File: src/rtl/m1_macros.svh
`ifndef M1_MACROS_SVH
`define M1_MACROS_SVH

// exception codes as written to Cause.ExcCode
`define EXC_INT        5'h00
`define EXC_MOD        5'h01
`define EXC_TLBL       5'h02
`define EXC_TLBS       5'h03
`define EXC_NONE       5'h1f   // not an architectural code, marks no exception

// cp0 register numbers (select 0)
`define CP0_STATUS     5'd12
`define CP0_CAUSE      5'd13
`define CP0_EPC        5'd14
`define CP0_CONFIG     5'd16

// cache attribute as found in tlb C field and Config.K0
`define CACHE_UNCACHED 3'd2

// general exception entry, boot mode vectors
`define EXC_VECTOR     32'hbfc0_0380

`endif
File: src/rtl/cp0_pkg.sv
package cp0_pkg;

    // one half of a tlb entry, even or odd page
    typedef struct packed {
        logic [19:0] pfn;
        logic [2:0]  c;     // cache attribute
        logic        d;     // dirty, page writable
        logic        v;     // valid
    } tlb_page_t;

    typedef struct packed {
        logic      found;
        tlb_page_t page1;   // odd page, va[12] = 1
        tlb_page_t page0;
    } tlb_entry_t;

    // status fields in register bit order
    typedef struct packed {
        logic [7:0] im;
        logic       exl;
        logic       ie;
    } cp0_status_t;

    typedef struct packed {
        logic       bd;
        logic [7:0] ip;       // [7:2] hw lines, [1:0] sw
        logic [4:0] exc_code;
    } cp0_cause_t;

endpackage

File: src/rtl/pipe_pkg.sv
package pipe_pkg;

    typedef struct packed {
        logic [19:0] tag;      // va[31:12]
        logic [7:0]  index;    // cache set
        logic [3:0]  offset;   // byte in line
    } vaddr_t;

    // alu result is an address for load/store and the write data for mtc0
    typedef union packed {
        vaddr_t      va;
        logic [31:0] raw;
    } m1_word_u;

    typedef struct packed {
        logic load;
        logic store;
        logic is_byte;
        logic is_half;
        logic is_unsigned;
    } mem_op_t;

    typedef struct packed {
        logic [31:0] pc;
        m1_word_u    result;
        logic [31:0] rt_value;
        logic [4:0]  dest;
        logic        gr_we;
        mem_op_t     mem_op;
        logic [3:0]  wstrb;
        logic        mfc0;
        logic        mtc0;
        logic [4:0]  cp0_reg;
        logic        eret;
        logic        bd;        // sits in a delay slot
        logic        ex;        // exception from an earlier stage
        logic [4:0]  exc_code;
    } es_to_m1_bus_t;

    typedef struct packed {
        logic [31:0] pc;
        logic [31:0] final_result;
        logic [31:0] rt_value;
        logic [4:0]  dest;
        logic        gr_we;
        mem_op_t     mem_op;
        logic        ex;
    } m1_to_ms_bus_t;

    typedef struct packed {
        logic        op;        // 1 = write
        logic [7:0]  index;
        logic [19:0] tag;       // physical
        logic [3:0]  offset;
        logic [3:0]  wstrb;
        logic [31:0] wdata;
        logic [2:0]  load_size; // 0 byte, 1 half, 2 word
        logic        uncached;
    } dcache_req_t;

endpackage

File: src/rtl/m1_stage.sv
`timescale 1ns/1ps
`include "m1_macros.svh"

module m1_stage
    import pipe_pkg::*, cp0_pkg::*;
(
    input  logic          clk,
    input  logic          reset,
    input  logic          es_valid,
    input  es_to_m1_bus_t es_bus,
    output logic          m1_allowin,
    input  logic          ms_allowin,
    output logic          ms_valid,
    output m1_to_ms_bus_t ms_bus,
    input  logic [5:0]    ext_int,
    input  tlb_entry_t    dtlb_entry,
    input  logic          dcache_busy,
    output logic          dcache_valid,
    output dcache_req_t   dcache_req,
    output logic          flush,
    output logic [31:0]   flush_pc,
    output logic [4:0]    fwd_dest
);

    logic          m1_valid;
    es_to_m1_bus_t bus_r;
    logic          ready_go;
    logic          mem_access;
    logic          commit;
    logic          ex;
    logic [4:0]    exc_code;
    logic          int_pending;
    logic [31:0]   cp0_rdata;
    logic [31:0]   cp0_epc;
    logic [2:0]    k0;
    logic [19:0]   ptag;
    logic          uncached;
    logic          tlb_ex;
    logic [4:0]    tlb_exc_code;
    logic [31:0]   final_result;

    assign mem_access = bus_r.mem_op.load | bus_r.mem_op.store;
    assign ready_go   = ex || !mem_access || !dcache_busy;
    assign m1_allowin = !m1_valid || (ready_go && ms_allowin);
    assign ms_valid   = m1_valid && ready_go;
    assign commit     = ms_valid && ms_allowin;

    always_ff @(posedge clk) begin
        if (reset) begin
            m1_valid <= 1'b0;
        end else if (flush) begin
            m1_valid <= 1'b0;                         // younger instruction is dropped
        end else if (m1_allowin) begin
            m1_valid <= es_valid;
        end
    end

    always_ff @(posedge clk) begin
        if (es_valid && m1_allowin) begin
            bus_r <= es_bus;
        end
    end

    dtlb_check u_dtlb_check (
        .vaddr    (bus_r.result.va),
        .mem_op   (bus_r.mem_op),
        .entry    (dtlb_entry),
        .k0       (k0),
        .ptag     (ptag),
        .uncached (uncached),
        .ex       (tlb_ex),
        .exc_code (tlb_exc_code)
    );

    cp0_regs u_cp0_regs (
        .clk         (clk),
        .reset       (reset),
        .commit      (commit),
        .reg_num     (bus_r.cp0_reg),
        .wdata       (bus_r.result.raw),
        .mtc0        (bus_r.mtc0),
        .eret        (bus_r.eret),
        .pc          (bus_r.pc),
        .bd          (bus_r.bd),
        .ex          (ex),
        .exc_code    (exc_code),
        .ext_int     (ext_int),
        .rdata       (cp0_rdata),
        .int_pending (int_pending),
        .epc         (cp0_epc),
        .k0          (k0)
    );

    // interrupt first, then older exceptions, then tlb fault
    always_comb begin
        if (int_pending) begin
            ex       = 1'b1;
            exc_code = `EXC_INT;
        end else if (bus_r.ex) begin
            ex       = 1'b1;
            exc_code = bus_r.exc_code;
        end else begin
            ex       = tlb_ex;
            exc_code = tlb_exc_code;
        end
    end

    assign flush    = commit && (ex || bus_r.eret);
    assign flush_pc = ex ? `EXC_VECTOR : cp0_epc;

    assign dcache_valid = m1_valid && mem_access && !ex && !dcache_busy && ms_allowin;

    always_comb begin
        dcache_req.op       = bus_r.mem_op.store;
        dcache_req.index    = bus_r.result.va.index;
        dcache_req.tag      = ptag;
        dcache_req.offset   = bus_r.result.va.offset;
        dcache_req.wstrb    = (ex || !bus_r.mem_op.store) ? 4'b0 : bus_r.wstrb;
        dcache_req.wdata    = bus_r.rt_value;
        dcache_req.uncached = uncached;
        if (bus_r.mem_op.is_byte) begin
            dcache_req.load_size = 3'd0;
        end else if (bus_r.mem_op.is_half) begin
            dcache_req.load_size = 3'd1;
        end else begin
            dcache_req.load_size = 3'd2;
        end
    end

    assign final_result = bus_r.mfc0 ? cp0_rdata : bus_r.result.raw;
    assign fwd_dest     = bus_r.dest & {5{m1_valid}};   // no forward from an empty stage

    assign ms_bus.pc           = bus_r.pc;
    assign ms_bus.final_result = final_result;
    assign ms_bus.rt_value     = bus_r.rt_value;
    assign ms_bus.dest         = bus_r.dest;
    assign ms_bus.gr_we        = bus_r.gr_we;
    assign ms_bus.mem_op       = bus_r.mem_op;
    assign ms_bus.ex           = ex;

    // a clean memory op waiting on the cache stays put
    a_busy_holds: assert property (
        @(posedge clk) disable iff (reset)
        (m1_valid && mem_access && !ex && dcache_busy)
            |-> !ms_valid ##1 (m1_valid && $stable(bus_r))
    ) else $error("memory op left the stage while dcache busy");

    a_req_clean: assert property (
        @(posedge clk) disable iff (reset)
        dcache_valid |-> !tlb_ex && !int_pending && !bus_r.ex && !flush
    ) else $error("dcache request issued for an excepting instruction");

endmodule

File: src/rtl/cp0_regs.sv
`timescale 1ns/1ps
`include "m1_macros.svh"

module cp0_regs
    import cp0_pkg::*;
(
    input  logic        clk,
    input  logic        reset,
    input  logic        commit,
    input  logic [4:0]  reg_num,
    input  logic [31:0] wdata,
    input  logic        mtc0,
    input  logic        eret,
    input  logic [31:0] pc,
    input  logic        bd,
    input  logic        ex,
    input  logic [4:0]  exc_code,
    input  logic [5:0]  ext_int,
    output logic [31:0] rdata,
    output logic        int_pending,
    output logic [31:0] epc,
    output logic [2:0]  k0
);

    cp0_status_t status;
    cp0_cause_t  cause;

    assign int_pending = status.ie && !status.exl && |(cause.ip & status.im);

    always_ff @(posedge clk) begin
        if (reset) begin
            status <= '0;
            cause  <= '0;
            epc    <= '0;
            k0     <= `CACHE_UNCACHED;                // boot uncached
        end else begin
            cause.ip[7:2] <= ext_int;                 // hw lines sampled every cycle
            if (commit && ex) begin
                status.exl     <= 1'b1;
                cause.bd       <= bd;
                cause.exc_code <= exc_code;
                epc            <= bd ? pc - 32'd4 : pc; // back to the branch
            end else if (commit && eret) begin
                status.exl <= 1'b0;
            end else if (commit && mtc0) begin
                case (reg_num)
                    `CP0_STATUS: begin
                        status.im  <= wdata[15:8];
                        status.exl <= wdata[1];
                        status.ie  <= wdata[0];
                    end
                    `CP0_CAUSE: begin
                        cause.ip[1:0] <= wdata[9:8];  // only sw bits writable
                    end
                    `CP0_EPC: begin
                        epc <= wdata;
                    end
                    `CP0_CONFIG: begin
                        k0 <= wdata[2:0];
                    end
                    default: begin
                    end
                endcase
            end
        end
    end

    always_comb begin
        case (reg_num)
            `CP0_STATUS: begin
                rdata = {16'b0, status.im, 6'b0, status.exl, status.ie};
            end
            `CP0_CAUSE: begin
                rdata = {cause.bd, 15'b0, cause.ip, 1'b0, cause.exc_code, 2'b0};
            end
            `CP0_EPC: begin
                rdata = epc;
            end
            `CP0_CONFIG: begin
                rdata = {29'b0, k0};
            end
            default: begin
                rdata = 32'b0;
            end
        endcase
    end

    // epc is only ever touched by a committing instruction
    a_epc_on_commit: assert property (
        @(posedge clk) disable iff (reset)
        !$past(commit) |-> $stable(epc)
    ) else $error("epc changed without a commit");

endmodule

File: src/rtl/dtlb_check.sv
`timescale 1ns/1ps
`include "m1_macros.svh"

module dtlb_check
    import pipe_pkg::*, cp0_pkg::*;
(
    input  vaddr_t      vaddr,
    input  mem_op_t     mem_op,
    input  tlb_entry_t  entry,
    input  logic [2:0]  k0,
    output logic [19:0] ptag,
    output logic        uncached,
    output logic        ex,
    output logic [4:0]  exc_code
);

    tlb_page_t page;
    logic      mapped;
    logic      kseg1;
    logic      mem_access;

    assign page       = vaddr.tag[0] ? entry.page1 : entry.page0; // va[12] picks odd page
    assign mapped     = vaddr.tag[19:18] != 2'b10;                // kseg0/kseg1 bypass tlb
    assign kseg1      = vaddr.tag[19:17] == 3'b101;
    assign mem_access = mem_op.load | mem_op.store;

    // unmapped segments just strip the top three bits
    assign ptag = mapped ? page.pfn : {3'b000, vaddr.tag[16:0]};

    always_comb begin
        if (mapped) begin
            uncached = page.c == `CACHE_UNCACHED;
        end else if (kseg1) begin
            uncached = 1'b1;                          // kseg1 never cached
        end else begin
            uncached = k0 == `CACHE_UNCACHED;         // kseg0 follows Config.K0
        end
    end

    always_comb begin
        ex       = 1'b0;
        exc_code = `EXC_NONE;
        if (mem_access && mapped) begin
            if (!entry.found || !page.v) begin
                ex       = 1'b1;                      // refill and invalid share codes
                exc_code = mem_op.store ? `EXC_TLBS : `EXC_TLBL;
            end else if (mem_op.store && !page.d) begin
                ex       = 1'b1;
                exc_code = `EXC_MOD;
            end
        end
    end

endmodule

File: config.mk
export PLATFORM = sky130hd
export DESIGN_NAME = m1_stage
export DESIGN_NICKNAME = d
export VERILOG_FILES = /design/src/rtl/cp0_pkg.sv /design/src/rtl/pipe_pkg.sv /design/src/rtl/m1_stage.sv /design/src/rtl/cp0_regs.sv /design/src/rtl/dtlb_check.sv
export VERILOG_INCLUDE_DIRS = /design/src /design/src/rtl
export SDC_FILE = /design/constraint.sdc
export NUM_CORES = 1
export LEC_CHECK = 0
export ABC_AREA = 1
export BUFFER_PORTS_ARGS = -buffer_cell sky130_fd_sc_hd__buf_2
export CAP_MARGIN = 5
export CORE_MARGIN = 5
export CORE_UTILIZATION = 30
export CTS_CLUSTER_SIZE = 40
export DETAILED_ROUTE_END_ITERATION = 16
export MAX_ROUTING_LAYER = met4
export PLACE_DENSITY = 0.65
export SLEW_MARGIN = 0
export SYNTH_ARGS = -nofsm -noshare
export SYNTH_HDL_FRONTEND = slang
export SYNTH_HIERARCHICAL = 1
export SYNTH_SLANG_ARGS = --single-unit
File: constraint.sdc
create_clock -name clk -period 32.3 [get_ports clk]
set_input_delay 3.23 -clock clk [delete_from_list [all_inputs] [get_ports clk]]
set_output_delay 3.23 -clock clk [all_outputs]
set_load 0.03 [all_outputs]
# Word level (Yosys, flattened, before mapping)
# Index checks and enable logic that the tools add are counted.
# word_totals
input_bits	188
out_inout_bits	222
ff_bits	186
elab_cells	115
# op_classes
bitwise_logic	5
n_eq_ne	9
n_addsub	1
reduce_logical	42
n_mux	30
# op_table
operator	n
$mux 32	7
$pmux 32 s4	1
$sub 32x3->32 const B	1
$mux 25	1
$mux 5	5
$mux 20	1
$logic_and 1x1->1	16
$eq 5x4->1 const B	3
$reduce_and 4->1	3
$mux 1	10
$logic_not 1->1	9
$and 8x8->8	1
$mux 2	4
$reduce_or 8->1	1
$eq 3x2->1 const B	2
$logic_or 1x1->1	6
$reduce_bool 3->1	2
$and 5x5->5	1
$eq 5x5->1 const B	1
$mux 4	1
$reduce_bool 2->1	2
$eq 3x3->1 const B	1
$reduce_and 3->1	1
$ne 2x1->1 const B	1
other kinds (5)	6

# Longest topological paths before layout
# Gate-level depths: netlist of run 1.
# depth
word_depth	16
depth_mapped	20
mapped_depth_nobuf	18

# By module
# Netlist of run 1, hierarchy kept.
# by_module_without_submodules
module	area_each_um2	seq_area_each_um2	cells_each	instances
m1_stage	5626.6	3803.6	406	1
cp0_regs	3759.9	1181.1	634	1
dtlb_check	643.1	0.0	129	1

# Worst setup path after synthesis of run 1
# OpenSTA, ideal clock, no wires.
# synth_timing
kind	in2reg
from	in dtlb_entry[0] in the netlist's numbering
to	reg bus_r[0] in the netlist's numbering (enable)
n_path_buf	0
arrival_time_ns	12.811
setup_time_ns	0.805
t_required_ns	31.495
stages	9
setup_slack_ns	18.684
path_cell_list	nor2_1 nor2_1 nand2_1 nand2_1 nand2_1 nor2_2 nand4_1 nand2_1 a21boi_0
# synth_via
elab_chain_len	12
# synth_lines
element	line_no	text
from (decl)	m1_stage.sv:16	input tlb_entry_t dtlb_entry,
$mux 25	dtlb_check.sv:22	assign page = vaddr.tag[0] ? entry.page1 : entry.page0;
$logic_not 1->1	dtlb_check.sv:44	if (!entry.found || !page.v) begin
$logic_or 1x1->1	dtlb_check.sv:44	
$mux 1	dtlb_check.sv:44	
$mux 1	dtlb_check.sv:43	if (mem_access && mapped) begin
net tlb_ex	m1_stage.sv:38	logic tlb_ex;
$mux 1	m1_stage.sv:99	end else if (bus_r.ex) begin
$mux 1	m1_stage.sv:96	if (int_pending) begin
$logic_or 1x1->1 (2 in series)	m1_stage.sv:43	assign ready_go = ex || !mem_access || !dcache_busy;
$logic_and 1x1->1	m1_stage.sv:44	assign m1_allowin = !m1_valid || (ready_go && ms_allowin);
$logic_or 1x1->1	m1_stage.sv:44	
$logic_and 1x1->1	m1_stage.sv:59	if (es_valid && m1_allowin) begin
to (signal assigned)	m1_stage.sv:60	bus_r <= es_bus;
to (decl)	m1_stage.sv:26	es_to_m1_bus_t bus_r;
# The timed path passes the listed nets, and every way through them passes these cells.
# A chain may end at the register's enable or synchronous reset.

==> impl_metrics.py, run 1 <==
metrics = {
    "power_and_ir_drop": {
        "p_leak_uw": 0.005362,
        "internal_power_uw": 402.2,
        "switching_power_uw": 187.9,
        "p_clk_share_pct": 33.9,
        "combPwrFrac_pct": 18.2,
        "total_power_uw": 590.1,
        "swShare_pct": 31.83,
        "power.density_nw_per_um2": 48.80,
        "seqPwrFrac_pct": 47.9,
        "irDropWorstVdd_uv": 37.30,
    },
    "die": {
        "die_h_um": 192.8,
        "start_util_pct": 30.14,
        "rows": 67,
        "core_area_um2": 33280,
        "dieArea_um2": 37190,
        "top_level_ports": 410,
        "die_w_um": 192.8,
    },
    "clock_tree": {
        "cts-root-buf": "clkbuf_16",
        "cts_resized": 0,
        "ctsHoldBuffers": 0,
        "cts_max_level": 4,
        "cts_tree": "built",
        "cts_buffers": 17,
        "postCtsSetupRepairBufs": 0,
        "clkSinkCount": 186,
        "clk_pin_slew_ns": 0.08,
        "clockBufferDepth": 2,
        "clk_latency_ns": 0.45,
    },
    "placement": {
        "portBuffers": 408,
        "gp_congestion": 0.8546,
        "dpl-instance-area_um2": 11540,
        "hpwl_mm": 27.46,
        "dpl.cell_count": 1871,
    },
    "synthesis": {
        "yosysTopAreaCell": "edfxtp_1",
        "syn_nets": 1358,
        "yosysUniqueCellTypes": 41,
        "synth_common_cells": "nand2_1 (227), nor2_1 (175), buf_4 (129), inv_1 (128), edfxtp_1 (126)",
        "yosysSeqAreaShare_pct": 49.70,
        "synth_top_flop_cell": "edfxtp_1",
        "synthTopCellsByArea": "edfxtp_1 (38%), dfxtp_1 (12%), buf_4 (9.7%), nand2_1 (8.5%), nor2_1 (6.5%)",
        "synth.most_common_cell": "nand2_1",
        "synth-async-reset-ratio_pct": 0,
        "netlist_area_um2": 10030,
        "syn_inst": 1169,
        "yosys_register_bits": 186,
        "synth_edf_count": 126,
        "yosysWarnings": 6,
        "avgSynthCellArea_um2": 8.580,
        "netlist.area_leader.share_pct": 37.72,
    },
    "global_routing": {
        "grt_usage_pct": 18.91,
        "antenna_found_initial": 2,
        "met3_usage_pct": 4.504,
        "top_usage_layer": "met2",
        "first_global_vias": 8506,
        "met1_usage_pct": 23.37,
        "grt_pass1_wl_mm": 50.93,
        "grt_overflow": 0,
        "met2_usage_pct": 31.49,
        "grt_max_degree": 66,
    },
    "worst_setup_path": {
        "cp.required_ns": 29.07,
        "worstPathArrival_ns": 5.00,
        "cp-end-kind": "output port",
        "rr_worst_depth": 12,
        "cp_max_fo": 38,
        "start_kind": "primary input",
        "crit_type": "in2out",
    },
    "worst_hold_path": {
        "worstHoldPathType": "reg2reg",
        "hold_depth": 2,
    },
    "sta": {
        "max_freq_ghz": 0.1215,
        "final-max-slew-violation-count": 0,
        "slew_headroom_pct": 37.25,
        "final-setup-viol-count": 0,
        "post-route-period-util_pct": 25.48,
        "rsz0062_at_grt": "no",
        "tightest_slew_ns": 0.9403,
        "fin_crit_ns": 8.231,
        "finalSetupTns_ns": 0,
        "finalClockSkew_ns": 0.01091,
        "hold_viol": 0,
    },
    "cells_and_area": {
        "fillCellCount": 3489,
        "fin_cells": 1906,
        "nets": 1631,
        "final_util_pct": 36.33,
        "design_area_um2": 12090,
        "areaGrowthSynthToFinish_pct": 20.56,
        "drive_above_1_share_pct": 34.71,
    },
    "route": {
        "drc": 0,
        "detail_route.first_pass.iterations": 5,
        "antenna_left": 0,
        "first_iter_violations": 544,
        "drt-total-wl_mm": 35.22,
        "via_per_inst": 4.536,
        "via_count": 8645,
        "wl_per_cell_um": 18.48,
    },
    "status": {
        "status": "finished, final reports clean",
    },
    "run": {
        "drv_cap": 0,
    },
}
cells by family after synthesis:
| kind of cell | count (synthesis) | share of synthesized area (%) |
|---|---|---|
| fa+ha+maj | 1 | 0.1247 |
| simple gates | 516 | 21.84 |
| other cells | 1 | 0.03739 |
| buf+inv | 295 | 16.62 |
| compound gates | 137 | 7.996 |
| xor+xnor | 1 | 0.08734 |
| mux | 32 | 3.593 |
| flops | 186 | 49.70 |
power by group through the flow:
stage | clock (uW) | sequential (uW) | combinational [uW]
2_1_floorplan | 0 | 286 | 82.5
3_5_place_dp | 0 | 288 | 108
4_1_cts | 206 | 283 | 108
5_1_grt | 216 | 285 | 116
6_report | 200 | 283 | 107
3_3_place_gp | 0 | 288 | 107
worst max-delay path, cell delays in order:
cell     delay (ns)
buf_2          0.09
inv_1          0.04
nor2_1         0.09
nand2_1        0.07
nand2_1        0.06
nand2_1        0.07
nor2_2         0.12
nand2_2        0.50
inv_1          0.27
nand2_1        0.13
nor2_1         0.12
buf_2          0.20
routing by layer:
layer	part of all wire, %	wire (um)	vias up
met2	50	17540	380
met3	7.8	2733	21
met4	1.4	476	0
li1	-	-	4229
met1	41	14470	4015
met5	0	0	-
cells in the final DEF, fill, tap and decap left out, drive strengths merged:
cell type	netlist	final
ha	1	1
a31oi	9	9
a21boi	1	1
nor4	2	2
dfxtp	60	60
clkinvlp	0	4
nand4	8	8
nor3	9	9
inv	131	135
diode	0	3
nand2	233	233
nand3b	4	4
clkbuf	14	18
edfxtp	126	126
mux2	32	32
nand3	49	49
clkinv	2	8
buf	148	416
o221ai	5	5
xor2	1	1
nor2	183	183
a221oi	2	2
or2	28	28
conb	1	1
a21oi	42	42
o22ai	2	2
o21ai	49	49
a22o	5	5
o21a	1	1
o211ai	21	21
flip-flops by register name, summed over array words and instances (netlist names):
register / cells
dcache_req: 45
ms_bus: 42
bus_r: 39
u_cp0_regs/epc: 32
u_cp0_regs/cause: 14
u_cp0_regs/status: 10
u_cp0_regs/k0: 3
m1_valid: 1
metrics by stage:
| step | hold WS [ns] | setup WS [ns] |
|---|---|---|
| after floorplan | 0.4442 | 18.68 |
| after global placement | 0.4552 | 24.12 |
| after detailed placement | 0.4673 | 24.06 |
| after CTS | 0.4778 | 24.06 |
| after global routing | 0.4982 | 23.84 |
| final | 0.4802 | 24.07 |
final cells by class:
cell class | instances | area [um2] | share of cell area [%]
flip-flops and latches | 186 | 4985 | 41.23
multi-input cells | 688 | 3390 | 28.03
repair buffers | 416 | 2102 | 17.38
well taps | 448 | 560.5 | 4.636
inverters | 133 | 499.2 | 4.129
clock buffers | 18 | 429.2 | 3.549
clock inverters | 14 | 118.9 | 0.9830
diodes | 3 | 7.507 | 0.06209
final timing paths:
kind                                           start                    to  slack (ns)
worst max-delay path                  dtlb_entry[50]        dcache_req[37]       24.07
worst min-delay path            u_cp0_regs/status[6]  u_cp0_regs/status[6]        0.48
worst max register to register  u_cp0_regs/status[2]    u_cp0_regs/epc[11]       28.54
worst min register to register  u_cp0_regs/status[6]  u_cp0_regs/status[6]        0.48
No activity file was read; power rests on OpenSTA's default activity.
==> run 2, diff against run 1 <==
Settings changed: ABC_AREA 1 to 0.
Clock period 32.3 ns to 7.86 ns, I/O delays scaled along.
==> impl_metrics.py, run 2 <==
metrics = {
    "clock_tree": {
        "cts_tree": "built",
        "cts_resized": 0,
        "clkSinkCount": 186,
        "cts_buffers": 17,
        "clk_latency_ns": 0.46,
        "postCtsSetupRepairBufs": 0,
        "clockBufferDepth": 2,
        "cts_max_level": 4,
        "cts-root-buf": "clkbuf_16",
        "clk_pin_slew_ns": 0.08,
        "ctsHoldBuffers": 0,
    },
    "die": {
        "die_h_um": 190.0,
        "dieArea_um2": 36120,
        "die_w_um": 190.0,
        "rows": 66,
        "core_area_um2": 32290,
        "start_util_pct": 30.12,
        "top_level_ports": 410,
    },
    "placement": {
        "portBuffers": 408,
        "hpwl_mm": 26.56,
        "gp_congestion": 0.8692,
        "dpl-instance-area_um2": 11280,
    },
    "power_and_ir_drop": {
        "switching_power_uw": 799.0,
        "p_clk_share_pct": 35.5,
        "power.density_nw_per_um2": 211.1,
        "combPwrFrac_pct": 17.6,
        "swShare_pct": 31.79,
        "internal_power_uw": 1715,
        "p_leak_uw": 0.005033,
        "seqPwrFrac_pct": 46.9,
        "irDropWorstVdd_uv": 152.7,
    },
    "global_routing": {
        "grt_overflow": 0,
        "first_global_vias": 7965,
        "grt_max_degree": 80,
        "grt_pass1_wl_mm": 49.58,
        "antenna_found_initial": 4,
        "grt_usage_pct": 18.82,
    },
    "synthesis": {
        "synth_common_cells": "edfxtp_1 (126), buf_4 (125), nand2_1 (64), dfxtp_1 (60), clkbuf_1 (45)",
        "synth.most_common_cell": "edfxtp_1",
        "yosysSeqAreaShare_pct": 51.26,
        "synth_top_flop_cell": "edfxtp_1",
        "synthTopCellsByArea": "edfxtp_1 (39%), dfxtp_1 (12%), buf_4 (9.7%), mux2_2 (3.5%), mux2i_1 (3.3%)",
        "yosys_register_bits": 186,
        "synth-async-reset-ratio_pct": 0,
        "netlist.area_leader.share_pct": 38.91,
        "netlist_area_um2": 9724,
        "syn_inst": 889,
        "synth_edf_count": 126,
        "yosysWarnings": 6,
        "syn_nets": 1078,
        "yosysTopAreaCell": "edfxtp_1",
        "avgSynthCellArea_um2": 10.94,
        "yosysUniqueCellTypes": 62,
    },
    "route": {
        "drc": 0,
        "drt-total-wl_mm": 34.62,
        "via_count": 7992,
        "detail_route.first_pass.iterations": 7,
        "antenna_left": 0,
        "via_per_inst": 4.964,
        "wl_per_cell_um": 21.51,
        "first_iter_violations": 669,
    },
    "cells_and_area": {
        "areaGrowthSynthToFinish_pct": 22.47,
        "design_area_um2": 11910,
        "drive_above_1_share_pct": 42.61,
        "largest_reg_flops": 45,
        "nets": 1340,
        "final_common_cell": "buf_2",
        "final_cell_mix": "buf_2 (408), edfxtp_1 (126), nand2_1 (64)",
    },
    "worst_hold_path": {
        "worstHoldPathType": "reg2reg",
    },
    "worst_setup_path": {
        "crit_type": "reg2out",
        "start_kind": "register",
        "cp_max_fo": 24,
        "cp.required_ns": 7.07,
        "worstPathArrival_ns": 3.79,
        "cp-end-kind": "output port",
    },
    "sta": {
        "hold_viol": 0,
        "post-route-period-util_pct": 58.25,
        "rsz0062_at_grt": "no",
        "slew_headroom_pct": 17.58,
        "max_freq_ghz": 0.2184,
        "final-max-slew-violation-count": 0,
        "finalClockSkew_ns": 0.01511,
        "final-setup-viol-count": 0,
        "finalSetupTns_ns": 0,
        "fin_crit_ns": 4.579,
        "tightest_slew_ns": 1.232,
    },
    "status": {
        "status": "finished, final reports clean",
    },
    "run": {
        "drv_cap": 0,
    },
}
==> run 2: changes by cell type in the layout (fill, tap and decap cells not counted), sizes merged, moves of 23 or more <==
cell,change
a211oi,+26
a21oi,-24
a311oi,+26
and2,+26
and3,+23
inv,-108
mux2i,+32
nand2,-169
nand3,-33
nor2,-145
o21ai,-27
o31a,+23
or2,-28
==> run 2: power groups by stage <==
stage | logic, uW | clock network (uW) | registers (uW)
2_1_floorplan | 342 | 0 | 1170
3_3_place_gp | 436 | 0 | 1200
3_5_place_dp | 441 | 0 | 1200
4_1_cts | 442 | 920 | 1180
5_1_grt | 469 | 959 | 1190
6_report | 442 | 893 | 1180
==> run 2: cells by family (layout without fill, tap and decap cells) <==
family,after synthesis,count (layout),share of synthesized area (%)
AO/OA/AOI/OAI,157,157,12.42
XOR/XNOR,8,8,0.7205
adder cells (fa/ha/maj),1,1,0.1286
buffers and inverters,201,476,12.85
flip-flops,186,186,51.26
multiplexers,64,64,6.999
other,1,5,0.03856
AND/OR/NAND/NOR,271,271,15.58
==> run 2: worst paths after layout <==
kind / slack [ns] / startpoint / cells past startpoint / endpoint
worst min-delay path: 0.47 / u_cp0_regs/cause[13] / 2 / u_cp0_regs/cause[13]
worst max-delay path: 3.28 / bus_r[12] / 6 / ms_bus[56]
worst max register to register: 3.47 / bus_r[74] / 12 / u_cp0_regs/epc[29]
worst min register to register: 0.47 / u_cp0_regs/cause[13] / 2 / u_cp0_regs/cause[13]
==> run 2: stage by stage <==
stage	utilization, %	std cells	total power (uW)	hold WS (ns)	setup slack [ns]
final	36.88	1610	2514	0.4658	3.281
after global routing	36.88	1610	2616	0.4676	3.067
after CTS	36.77	1605	2542	0.4618	3.080
after detailed placement	34.92	1573	1642	0.4509	3.184
after global placement	34.92	1573	1637	0.4460	3.425
after floorplan	-	889	1510	0.4359	2.431
==> run 2: metal layers <==
layer | global-route usage [%] | share of wire [%]
met1 | 23.42 | 43
met2 | 30.79 | 49
met3 | 4.661 | 7.1
met4 | 4.981 | 1.8
met5 | - | 0
==> run 2: layout make-up <==
class                   instances  area [um2]
well taps                     442       553.0
clock buffers                  18       439.2
fillers                      3276       20380
repair buffers                423        2175
flip-flops and latches        186        4985
inverters                      21       81.33
diodes                          4       10.01
multi-input cells             502        3510
clock inverters                14       156.4
==> run 2: worst max-delay path: stages (launching register included) <==
cell and delay, ns:
edfxtp_1 0.47, nand3b_1 0.85, nor2_1 1.25, a222oi_1 0.27, inv_1 0.12, mux2_2 0.15
buf_2 0.21
==> run 3, diff against run 2 <==
Clock period 7.86 ns to 4.7 ns, I/O delays scaled along.
==> impl_metrics.py, run 3 (synthesized netlist as in run 2, its figures left out) <==
metrics = {
    "worst_setup_path": {
        "crit-reg2reg-launch": "bus_r[74]",
        "rr_worst_depth": 12,
        "worstPathArrival_ns": 4.13,
        "cp-end-kind": "register",
        "r2r_end": "u_cp0_regs/epc[23]",
        "start_kind": "register",
        "cp.required_ns": 5.04,
        "cp_max_fo": 21,
        "crit_type": "reg2reg",
        "r2r_slack_ns": 0.91,
    },
    "clock_tree": {
        "cts_max_level": 4,
        "cts_resized": 0,
        "postCtsSetupRepairBufs": 0,
        "clk_latency_ns": 0.45,
        "cts_tree": "built",
        "cts_buffers": 17,
        "ctsHoldBuffers": 0,
        "clkSinkCount": 186,
        "cts-root-buf": "clkbuf_16",
        "clockBufferDepth": 2,
        "clk_pin_slew_ns": 0.07,
    },
    "die": {
        "top_level_ports": 410,
        "rows": 66,
        "dieArea_um2": 36120,
        "die_w_um": 190.0,
        "core_area_um2": 32290,
        "die_h_um": 190.0,
        "start_util_pct": 30.12,
    },
    "sta": {
        "finalClockSkew_ns": 0.01687,
        "slew_headroom_pct": 35.54,
        "tightest_slew_ns": 0.9641,
        "max_freq_ghz": 0.2638,
        "finalSetupTns_ns": 0,
        "fin_crit_ns": 3.790,
        "hold_viol": 0,
        "final-max-slew-violation-count": 0,
        "final-setup-viol-count": 0,
        "post-route-period-util_pct": 80.64,
        "rsz0062_at_grt": "no",
    },
    "route": {
        "drt-total-wl_mm": 34.91,
        "wl_per_cell_um": 21.64,
        "via_count": 8050,
        "via_per_inst": 4.991,
        "first_iter_violations": 668,
        "detail_route.first_pass.iterations": 7,
        "drc": 0,
        "antenna_left": 0,
    },
    "placement": {
        "gp_congestion": 0.9011,
        "portBuffers": 408,
        "hpwl_mm": 26.87,
    },
    "global_routing": {
        "grt_overflow": 0,
        "antenna_found_initial": 4,
        "grt_usage_pct": 19.10,
        "first_global_vias": 8042,
        "grt_max_degree": 108,
        "grt_pass1_wl_mm": 50.39,
    },
    "worst_hold_path": {
        "worstHoldPathType": "in2reg",
        "hold_end": "ms_bus[10]",
        "hold_depth": 1,
        "worst_hold_startpoint": "es_bus[28]",
    },
    "cells_and_area": {
        "areaGrowthSynthToFinish_pct": 22.26,
        "nets": 1343,
        "final_common_cell": "buf_2",
        "drive_above_1_share_pct": 42.67,
        "largest_reg_flops": 45,
        "final_cell_mix": "buf_2 (408), edfxtp_1 (126), nand2_1 (64)",
    },
    "run": {
        "drv_cap": 0,
    },
    "power_and_ir_drop": {
        "total_power_uw": 4126,
        "irDropWorstVdd_uv": 282.3,
        "p_leak_uw": 0.005027,
        "power.density_nw_per_um2": 347.0,
    },
    "status": {
        "status": "finished, final reports clean",
    },
}
run 3: cell types whose count changed in the layout (fill, tap and decap cells not counted), sizes merged:
cell	delta
bufinv	-1
buf	+3
clkinv	-3
inv	+3
clkinvlp	+1
run 3: how the worst max path moves through the flow:
| stage | slack (ns) | end | from |
|---|---|---|---|
| after floorplan | 0.83 | bus_r[0] | u_cp0_regs/status[7] |
| after global placement | 1.03 | u_cp0_regs/epc[15] | dtlb_entry[26] |
| after detailed placement | 0.85 | u_cp0_regs/epc[23] | dtlb_entry[26] |
| after CTS | 0.95 | u_cp0_regs/epc[23] | bus_r[74] |
| after global routing | 0.56 | u_cp0_regs/epc[23] | bus_r[74] |
| final | 0.91 | u_cp0_regs/epc[23] | bus_r[74] |
run 3: area by class of cell:
| type | instances | area (um2) |
|---|---|---|
| antenna | 4 | 10.01 |
| clock buffer | 18 | 429.2 |
| clock inverter | 14 | 131.4 |
| fill | 3262 | 20400 |
| inverter | 21 | 81.33 |
| multi-input combinational | 502 | 3510 |
| sequential | 186 | 4985 |
| tap | 442 | 553.0 |
| timing repair buffer | 426 | 2190 |
run 3: per-layer routing:
metal	track usage (%)	vias up	wire length, um	part of all wire [%]
met5	-	-	0	0
met4	5.259	0	680	1.9
met3	4.789	38	2802	8.0
met2	31.27	433	16730	48
met1	23.63	3854	14700	42
li1	-	3725	-	-
run 3: power by group:
| part | internal, uW | switching, uW |
|---|---|---|
| Sequential | 1860 | 112 |
| Combinational | 238 | 502 |
| Clock | 703 | 712 |
run 3: worst max-delay path, stage by stage, from the launching register on:
cell,delay (ns)
edfxtp_1,0.45
mux2i_1,0.18
nor2b_1,0.16
o31ai_1,0.45
nor3_4,0.07
inv_4,0.13
nor2_1,0.07
nor2_1,0.39
nand3b_1,0.73
nor3_2,0.37
buf_4,0.27
a211oi_1,0.11
a311oi_1,0.28
run 3: per-stage QoR:
step / instances / utilization (%) / hold WS, ns / worst slack (ns) / instance area [um2]
2_1_floorplan: 889 / - / 0.4359 / 0.8266 / 9732
3_3_place_gp: 1577 / 35.05 / 0.4452 / 1.034 / 11320
3_5_place_dp: 1577 / 35.05 / 0.4536 / 0.8534 / 11320
4_1_cts: 1609 / 36.79 / 0.1607 / 0.9457 / 11880
5_1_grt: 1613 / 36.82 / 0.1572 / 0.5553 / 11890
6_report: 1613 / 36.82 / 0.1913 / 0.9098 / 11890
